[config.mk]
export PLATFORM = sky130hd
export DESIGN_NAME = burst_buf_top
export DESIGN_NICKNAME = d
export VERILOG_FILES = /design/src/logic/burst_buf_pkg.sv /design/src/logic/burst_buf_top.sv /design/src/logic/burst_drain.sv /design/src/logic/counter_bin.sv /design/src/logic/fifo_control.sv /design/src/logic/fifo_sync.sv /design/src/logic/sample_ingress.sv
export SDC_FILE = /design/constraint.sdc
export NUM_CORES = 1
export LEC_CHECK = 0
export BUFFER_PORTS_ARGS = -buffer_cell sky130_fd_sc_hd__clkbuf_2
export CAP_MARGIN = 40
export CORE_ASPECT_RATIO = 1.25
export CORE_MARGIN = 2
export CORE_UTILIZATION = 30
export CTS_BUF_LIST = sky130_fd_sc_hd__clkbuf_4 sky130_fd_sc_hd__clkbuf_8
export DETAILED_ROUTE_END_ITERATION = 7
export PLACE_DENSITY_LB_ADDON = 0.2
export SYNTH_ARGS = -nofsm -noshare
export SYNTH_HDL_FRONTEND = slang
export SYNTH_SLANG_ARGS = --single-unit
[constraint.sdc]
create_clock -name i_clk -period 2.7 [get_ports i_clk]
set_input_delay 0.54 -clock i_clk [delete_from_list [all_inputs] [get_ports i_clk]]
set_output_delay 0.54 -clock i_clk [all_outputs]
set_load 0.05 [all_outputs]
[src/logic/burst_buf_pkg.sv]
`default_nettype none

package burst_buf_pkg;

    //////////////////////////////////////////////////////////////////////
    // Sizing
    //////////////////////////////////////////////////////////////////////

    // Samples held by the FIFO
    localparam int FIFO_DEPTH = 16;

    // Samples per output burst
    localparam int BURST_LEN = 4;

    // Almost-full asserts at FIFO_DEPTH - ALMOST_FULL_MARGIN and above
    localparam int ALMOST_FULL_MARGIN = 2;

    //////////////////////////////////////////////////////////////////////
    // Types
    //////////////////////////////////////////////////////////////////////

    typedef logic [7:0] sample_t;

    // Fill count, 0 to FIFO_DEPTH inclusive
    typedef logic [4:0] level_t;

    // Saturating drop count
    typedef logic [7:0] drop_count_t;

    typedef enum logic {
        DRAIN_IDLE = 1'b0,
        DRAIN_READ = 1'b1
    } drain_state_t;

endpackage : burst_buf_pkg

`default_nettype wire

[src/logic/burst_buf_top.sv]
`default_nettype none

module burst_buf_top (
    input  wire logic                    i_clk,
    input  wire logic                    i_rst_n,
    input  wire logic                    i_in_stb,
    input  burst_buf_pkg::sample_t       i_in_data,
    input  wire logic                    i_drain_en,
    output logic                         o_out_stb,
    output burst_buf_pkg::sample_t       o_out_data,
    output logic                         o_out_last,
    output burst_buf_pkg::level_t        o_level,
    output logic                         o_full,
    output logic                         o_almost_full,
    output burst_buf_pkg::drop_count_t   o_drop_count
);

    logic                   w_wr_stb;
    burst_buf_pkg::sample_t w_wr_data;
    logic                   w_rd_stb;
    burst_buf_pkg::sample_t w_rd_data;
    logic                   w_empty;

    // Input side, drops on full
    sample_ingress u_ingress (
        .i_clk        (i_clk),
        .i_rst_n      (i_rst_n),
        .i_in_stb     (i_in_stb),
        .i_in_data    (i_in_data),
        .i_full       (o_full),
        .o_wr_stb     (w_wr_stb),
        .o_wr_data    (w_wr_data),
        .o_drop_count (o_drop_count)
    );

    // Sample store, empty flag stays internal
    fifo_sync #(
        .DEPTH (burst_buf_pkg::FIFO_DEPTH)
    ) u_fifo (
        .i_clk         (i_clk),
        .i_rst_n       (i_rst_n),
        .i_wr_stb      (w_wr_stb),
        .i_wr_data     (w_wr_data),
        .i_rd_stb      (w_rd_stb),
        .o_rd_data     (w_rd_data),
        .o_level       (o_level),
        .o_full        (o_full),
        .o_almost_full (o_almost_full),
        .o_empty       (w_empty)
    );

    // Output side, whole bursts only
    burst_drain u_drain (
        .i_clk      (i_clk),
        .i_rst_n    (i_rst_n),
        .i_drain_en (i_drain_en),
        .i_level    (o_level),
        .i_rd_data  (w_rd_data),
        .o_rd_stb   (w_rd_stb),
        .o_out_stb  (o_out_stb),
        .o_out_data (o_out_data),
        .o_out_last (o_out_last)
    );

endmodule : burst_buf_top

`default_nettype wire

[src/logic/burst_drain.sv]
`default_nettype none

module burst_drain (
    input  wire logic                    i_clk,
    input  wire logic                    i_rst_n,
    input  wire logic                    i_drain_en,
    input  burst_buf_pkg::level_t        i_level,
    input  burst_buf_pkg::sample_t       i_rd_data,
    output logic                         o_rd_stb,
    output logic                         o_out_stb,
    output burst_buf_pkg::sample_t       o_out_data,
    output logic                         o_out_last
);

    localparam int BEAT_W = $clog2(burst_buf_pkg::BURST_LEN);
    localparam logic [BEAT_W-1:0] LAST_BEAT = BEAT_W'(burst_buf_pkg::BURST_LEN - 1);
    localparam burst_buf_pkg::level_t BURST_LEVEL =
        burst_buf_pkg::level_t'(burst_buf_pkg::BURST_LEN);

    burst_buf_pkg::drain_state_t r_state;
    logic [BEAT_W-1:0]           r_beat;
    logic                        w_burst_ready;
    logic                        w_last_beat;

    // A whole burst must be stored before reading starts
    assign w_burst_ready = (i_level >= BURST_LEVEL);

    assign o_rd_stb    = (r_state == burst_buf_pkg::DRAIN_READ);
    assign w_last_beat = o_rd_stb && (r_beat == LAST_BEAT);

    //////////////////////////////////////////////////////////////////////
    // Drain FSM
    //////////////////////////////////////////////////////////////////////

    always_ff @(posedge i_clk or negedge i_rst_n) begin
        if (!i_rst_n) begin
            r_state <= burst_buf_pkg::DRAIN_IDLE;
            r_beat  <= '0;
        end else begin
            case (r_state)
                burst_buf_pkg::DRAIN_IDLE: begin
                    r_beat <= '0;
                    if (i_drain_en && w_burst_ready) begin
                        r_state <= burst_buf_pkg::DRAIN_READ;
                    end
                end
                burst_buf_pkg::DRAIN_READ: begin
                    // Enable is ignored until the burst is done
                    r_beat <= r_beat + 1'b1;
                    if (w_last_beat) begin
                        r_state <= burst_buf_pkg::DRAIN_IDLE;
                    end
                end
            endcase
        end
    end

    //////////////////////////////////////////////////////////////////////
    // Output alignment with registered read data
    //////////////////////////////////////////////////////////////////////

    always_ff @(posedge i_clk or negedge i_rst_n) begin
        if (!i_rst_n) begin
            o_out_stb  <= 1'b0;
            o_out_last <= 1'b0;
        end else begin
            o_out_stb  <= o_rd_stb;
            o_out_last <= w_last_beat;
        end
    end

    assign o_out_data = i_rd_data;

endmodule : burst_drain

`default_nettype wire

[src/logic/counter_bin.sv]
`default_nettype none

module counter_bin #(
    parameter int WIDTH = 5,
    parameter int MAX   = 16
) (
    input  wire logic             i_clk,
    input  wire logic             i_rst_n,
    input  wire logic             i_enable,
    output logic      [WIDTH-1:0] o_counter_bin,
    output logic      [WIDTH-1:0] o_counter_bin_next
);

    // Address part below the wrap bit
    localparam logic [WIDTH-2:0] LAST_ADDR = (WIDTH - 1)'(MAX - 1);

    logic w_at_last;

    assign w_at_last = (o_counter_bin[WIDTH-2:0] == LAST_ADDR);

    // Next value, address wraps at MAX and flips the top bit
    always_comb begin
        o_counter_bin_next = o_counter_bin;
        if (i_enable) begin
            if (w_at_last) begin
                o_counter_bin_next = {~o_counter_bin[WIDTH-1], {(WIDTH - 1) {1'b0}}};
            end else begin
                o_counter_bin_next = o_counter_bin + 1'b1;
            end
        end
    end

    always_ff @(posedge i_clk or negedge i_rst_n) begin
        if (!i_rst_n) begin
            o_counter_bin <= '0;
        end else begin
            o_counter_bin <= o_counter_bin_next;
        end
    end

endmodule : counter_bin

`default_nettype wire

[src/logic/fifo_control.sv]
`default_nettype none

module fifo_control #(
    parameter int DEPTH = 16
) (
    input  wire logic                          i_clk,
    input  wire logic                          i_rst_n,
    input  wire logic   [$clog2(DEPTH):0]      i_wr_ptr_next,
    input  wire logic   [$clog2(DEPTH):0]      i_rd_ptr_next,
    output burst_buf_pkg::level_t              o_level,
    output logic                               o_full,
    output logic                               o_almost_full,
    output logic                               o_empty
);

    localparam int AW = $clog2(DEPTH);

    // Flag thresholds in fill count units
    localparam burst_buf_pkg::level_t FULL_LEVEL = burst_buf_pkg::level_t'(DEPTH);
    localparam burst_buf_pkg::level_t ALMOST_FULL_LEVEL =
        burst_buf_pkg::level_t'(DEPTH - burst_buf_pkg::ALMOST_FULL_MARGIN);

    logic [AW-1:0] w_wr_addr;
    logic [AW-1:0] w_rd_addr;
    logic          w_same_lap;

    burst_buf_pkg::level_t w_level_next;

    //////////////////////////////////////////////////////////////////////
    // Fill count from the next pointers
    //////////////////////////////////////////////////////////////////////

    assign w_wr_addr  = i_wr_ptr_next[AW-1:0];
    assign w_rd_addr  = i_rd_ptr_next[AW-1:0];
    assign w_same_lap = (i_wr_ptr_next[AW] == i_rd_ptr_next[AW]);

    always_comb begin
        if (w_same_lap) begin
            w_level_next = burst_buf_pkg::level_t'(w_wr_addr)
                         - burst_buf_pkg::level_t'(w_rd_addr);
        end else begin
            // Writer is one lap ahead
            w_level_next = FULL_LEVEL
                         + burst_buf_pkg::level_t'(w_wr_addr)
                         - burst_buf_pkg::level_t'(w_rd_addr);
        end
    end

    //////////////////////////////////////////////////////////////////////
    // Registered flags, valid the cycle after each access
    //////////////////////////////////////////////////////////////////////

    always_ff @(posedge i_clk or negedge i_rst_n) begin
        if (!i_rst_n) begin
            o_level       <= '0;
            o_full        <= 1'b0;
            o_almost_full <= 1'b0;
            o_empty       <= 1'b1;
        end else begin
            o_level       <= w_level_next;
            o_full        <= (w_level_next == FULL_LEVEL);
            o_almost_full <= (w_level_next >= ALMOST_FULL_LEVEL);
            o_empty       <= (w_level_next == '0);
        end
    end

endmodule : fifo_control

`default_nettype wire

[src/logic/fifo_sync.sv]
`default_nettype none

module fifo_sync #(
    parameter int DEPTH = 16
) (
    input  wire logic                    i_clk,
    input  wire logic                    i_rst_n,
    input  wire logic                    i_wr_stb,
    input  burst_buf_pkg::sample_t       i_wr_data,
    input  wire logic                    i_rd_stb,
    output burst_buf_pkg::sample_t       o_rd_data,
    output burst_buf_pkg::level_t        o_level,
    output logic                         o_full,
    output logic                         o_almost_full,
    output logic                         o_empty
);

    localparam int AW = $clog2(DEPTH);

    // Pointers carry one wrap bit above the address
    logic [AW:0] r_wr_ptr;
    logic [AW:0] r_rd_ptr;
    logic [AW:0] w_wr_ptr_next;
    logic [AW:0] w_rd_ptr_next;

    logic [AW-1:0] w_wr_addr;
    logic [AW-1:0] w_rd_addr;

    burst_buf_pkg::sample_t r_mem [DEPTH];

    //////////////////////////////////////////////////////////////////////
    // Pointer counters
    //////////////////////////////////////////////////////////////////////

    // Writes are trusted, the producer already checked full
    counter_bin #(
        .WIDTH (AW + 1),
        .MAX   (DEPTH)
    ) u_wr_ptr (
        .i_clk              (i_clk),
        .i_rst_n            (i_rst_n),
        .i_enable           (i_wr_stb),
        .o_counter_bin      (r_wr_ptr),
        .o_counter_bin_next (w_wr_ptr_next)
    );

    // Reads are trusted as well
    counter_bin #(
        .WIDTH (AW + 1),
        .MAX   (DEPTH)
    ) u_rd_ptr (
        .i_clk              (i_clk),
        .i_rst_n            (i_rst_n),
        .i_enable           (i_rd_stb),
        .o_counter_bin      (r_rd_ptr),
        .o_counter_bin_next (w_rd_ptr_next)
    );

    //////////////////////////////////////////////////////////////////////
    // Level and flags
    //////////////////////////////////////////////////////////////////////

    fifo_control #(
        .DEPTH (DEPTH)
    ) u_control (
        .i_clk         (i_clk),
        .i_rst_n       (i_rst_n),
        .i_wr_ptr_next (w_wr_ptr_next),
        .i_rd_ptr_next (w_rd_ptr_next),
        .o_level       (o_level),
        .o_full        (o_full),
        .o_almost_full (o_almost_full),
        .o_empty       (o_empty)
    );

    //////////////////////////////////////////////////////////////////////
    // Storage and read data stage
    //////////////////////////////////////////////////////////////////////

    assign w_wr_addr = r_wr_ptr[AW-1:0];
    assign w_rd_addr = r_rd_ptr[AW-1:0];

    always_ff @(posedge i_clk) begin
        if (i_wr_stb) begin
            r_mem[w_wr_addr] <= i_wr_data;
        end
    end

    // Head entry sampled every cycle, so a read shows up one cycle later
    always_ff @(posedge i_clk) begin
        o_rd_data <= r_mem[w_rd_addr];
    end

endmodule : fifo_sync

`default_nettype wire

[src/logic/sample_ingress.sv]
`default_nettype none

module sample_ingress (
    input  wire logic                    i_clk,
    input  wire logic                    i_rst_n,
    input  wire logic                    i_in_stb,
    input  burst_buf_pkg::sample_t       i_in_data,
    input  wire logic                    i_full,
    output logic                         o_wr_stb,
    output burst_buf_pkg::sample_t       o_wr_data,
    output burst_buf_pkg::drop_count_t   o_drop_count
);

    logic                   r_in_stb;
    burst_buf_pkg::sample_t r_in_data;
    logic                   w_drop;

    //////////////////////////////////////////////////////////////////////
    // Input register
    //////////////////////////////////////////////////////////////////////

    always_ff @(posedge i_clk or negedge i_rst_n) begin
        if (!i_rst_n) begin
            r_in_stb <= 1'b0;
        end else begin
            r_in_stb <= i_in_stb;
        end
    end

    always_ff @(posedge i_clk) begin
        if (i_in_stb) begin
            r_in_data <= i_in_data;
        end
    end

    // Full is checked here, the FIFO itself does not gate writes
    assign o_wr_stb  = r_in_stb && !i_full;
    assign o_wr_data = r_in_data;
    assign w_drop    = r_in_stb && i_full;

    // Drop counter holds at all ones
    always_ff @(posedge i_clk or negedge i_rst_n) begin
        if (!i_rst_n) begin
            o_drop_count <= '0;
        end else if (w_drop && (o_drop_count != '1)) begin
            o_drop_count <= o_drop_count + 1'b1;
        end
    end

endmodule : sample_ingress

`default_nettype wire

==> out/qor.yml <==
skew_ps: 13.01
timing.final.crit_period_ps: 2526
clockPowerShare: 0.188
synth_area_per_cell_sq_um: 17.04
regToRegStartpoint: "u_fifo.u_wr_ptr.o_counter_bin[1]"
tightest_slew_ps: 773.5
initial_core_util: 0.3071
drt_iter0_markers: 266
yosysSeqAreaShare: 0.7309
irDropWorstVdd_mv: 0.9557
synth_seq_cells: 175
power.leakage_nw: 2.911
synth_area_sq_mm: 0.006868
diodes: 0
cp.arrival_ps: 2900
synth.distinct_cells: 43
finalNetCount: 491
max_stage_delay_ps: 420
grt_max_degree: 34
vias_per_cell: 4.662
cp_max_fo: 5
post_drt_wl_per_cell_um: 18.87
end_kind: "flip-flop"
row_count: 61
post-synth-top-count-cell: "edfxtp_1"
slowest_stage: "dfrtp_1"
ys_warn_count: 0
htree_levels: 4
cts_tree: "built"
synth-adder-area-share: 0.02296
die-area_sq_mm: 0.02413
ios: 37
cts_made_buffers: 17
clk_pin_slew_ps: 90
drive_gt1_frac: 0.2646
r2r-end: "u_fifo.u_control.o_full"
synth_top_family_by_area: "multiplexers"
p_switching_w: 0.003287
vias: 3557
synth_top_area_share: 0.5946
async_flop_share: 0.1771
startpoint: "u_fifo.u_wr_ptr.o_counter_bin[1]"
ant_nets: 0
max_freq_mhz: 395.9
swShare: 0.3836
synth_edf_count: 136
antenna_found_initial: 0
rsz0062_at_grt: "no"
fp.dieW_um: 139.3
final-setup-viol-count: 0
syn_inst: 403
grt_pass1_vias: 3849
period_share: 0.9355
hold_class: "in2async"
wirelength_um: 14400
synthTopCellsByCount: "edfxtp_1 (136), dfrtp_1 (31), mux2i_1 (25)"
coreArea_sq_mm: 0.02236
dpl.hpwl_um: 9678
maxCapViolCount: 0
yosys.area_share.simple: 0.04791
sequentialPowerShare: 0.421
critPathKind: "reg2reg"
setup_tns_ps: 0
grt_use_total: 0.1258
final_util: 0.3513
synth_nets: 427
synth_area_leaders: "edfxtp_1 (59%), dfrtp_1 (11%), mux4_2 (5.2%), mux2i_1 (3.6%), dfxtp_1 (2.3%)"
synthXorXnorAreaFrac: 0.02350
reg2reg_setup_slack_ps: 170
yosysTopAreaCell: "edfxtp_1"
endpoint: "u_fifo.u_control.o_full"
combPwrFrac: 0.391
synth_compound_area_frac: 0.05119
cts_hold_buf: 0
clockBufferDepth: 2
route.detailed.drc: 0
grt_pass1_wl_um: 22470
cts-root-buf: "clkbuf_8"
numPortBuffers: 36
r2r_cells: 11
worstPathCellList: "ha_2 > nand3b_4 > nor2_4 > or2_2 > ha_1 > fa_1 > inv_1 > a21o_1 > a21oi_1 > xnor3_2 > nor4_2"
gp_congestion: 0.7778
syn2layout_area_growth_pct: 14.37
clock_latency_ps: 460
finalHoldWorstSlack_ps: 142.5
die_y_um: 173.2
synthMuxAreaShare: 0.1020
clock_sinks: 175
start_kind: "flip-flop"
first_pass_iters: 4
relSlewSlack: 0.4844
p_per_area_mw_per_mm2: 1091
intPower_w: 0.005283
drv_slew: 0
required_ps: 3070
grt_overflow: 0
hold_viol: 0
ys.flop_type: "edfxtp_1"
status: "complete, no violations"
-- worst max-delay path, delay by kind of cell, from the launching register on --
family	cells	cell delay (ps)
flip-flops	1	420
AO/OA/AOI/OAI	2	170
XOR/XNOR	1	250
adder cells (fa/ha/maj)	3	840
AND/OR/NAND/NOR	4	670
buffers and inverters	1	70
-- placed cells by master, fill, tap and decap left out, types with 2 or more instances in the layout --
cell        netlist  layout
xor2_1            5       5
a21oi_1          12      12
and2_1            3       3
inv_1            15      15
nor2_1           14      14
buf_4             5      25
nand2_1          24      24
a22oi_1           8       8
nand4_1           3       3
clkbuf_2          0      36
clkbuf_8          0      19
dfrtp_1          31      29
clkinv_2          0       4
nor3_1            6       6
dfxtp_1           8       8
dfrtp_2           0       2
xnor2_1           7       7
ha_1             11      10
a21o_1            3       3
mux2i_1          25      25
nand3_1           6       6
mux2_2            8       8
mux4_2           16      16
edfxtp_1        136     136
a221oi_1          8       8
clkinv_4          0       3
clkinvlp_4        0       3
o21ai_0          21      21
inv_6             0       2
-- metrics by stage --
stage	cells	setup slack [ps]	instance area, sq um	total power, W
5_1_grt	763	22.34	7855	0.009133
3_3_place_gp	730	176.0	7493	0.007034
4_1_cts	762	89.05	7845	0.008736
6_report	763	174.2	7855	0.008570
2_1_floorplan	403	77.62	6869	0.006115
3_5_place_dp	730	109.6	7493	0.007086
-- per-layer routing --
metal / part of all wire / GRT usage
met5: 0 / 0
met4: 0.023 / 0.05345
met3: 0.035 / 0.03351
met2: 0.52 / 0.2161
met1: 0.42 / 0.1486
-- how the worst min path moves through the flow --
stage                                        to  slack [ps]  cells after the start
floorplan                    u_drain.o_out_last         240                      0
global placement              u_drain.r_beat[0]         420                      1
detailed placement            u_drain.r_beat[0]         420                      1
CTS                 u_fifo.u_control.o_level[2]         140                      1
global route            u_fifo.u_control.o_full         160                      1
finish                u_ingress.o_drop_count[1]         140                      1
-- cells by family (layout without fill, tap and decap cells) --
family	count (synthesis)	in the layout
AO/OA/AOI/OAI	56	56
buffers and inverters	31	108
AND/OR/NAND/NOR	65	65
multiplexers	49	49
flip-flops	175	175
XOR/XNOR	15	15
adder cells (fa/ha/maj)	12	12
-- state kept, by name (all words and copies together), names as in the netlist --
| register | count |
|---|---|
| u_ingress.r_in_stb | 1 |
| u_drain.r_beat | 2 |
| u_ingress.o_wr_data | 8 |
| u_fifo.r_mem | 128 |
| u_fifo.u_rd_ptr.o_counter_bin | 5 |
| u_fifo.u_control.o_full | 1 |
| u_fifo.u_control.o_level | 5 |
| u_ingress.o_drop_count | 8 |
| u_fifo.u_wr_ptr.o_counter_bin | 5 |
| u_drain.o_out_last | 1 |
| u_drain.o_out_stb | 1 |
| u_fifo.u_control.o_almost_full | 1 |
| u_drain.o_rd_stb | 1 |
| u_fifo.o_rd_data | 8 |
-- what timing repair did --
action	in CTS	in global routing
resized for setup	0	1
buffers inserted	0	1
setup endpoints to repair	0	1
-- layout make-up --
type,count,area (sq um)
repair buffers,61,367.9
clock inverters,13,90.09
fillers,2148,14510
clock buffers,19,261.5
flip-flops and latches,175,5022
well taps,283,354.1
inverters,15,56.30
multi-input cells,197,1703
-- power groups by stage --
stage | logic, W | clock network (W) | registers, W
detailed placement | 0.00341 | 0 | 0.00368
finish | 0.00335 | 0.00161 | 0.00361
CTS | 0.00343 | 0.00169 | 0.00362
global placement | 0.00338 | 0 | 0.00366
global route | 0.00369 | 0.00179 | 0.00365
floorplan | 0.00203 | 0 | 0.00409
Note: power is estimated with default switching activity, not from simulation.
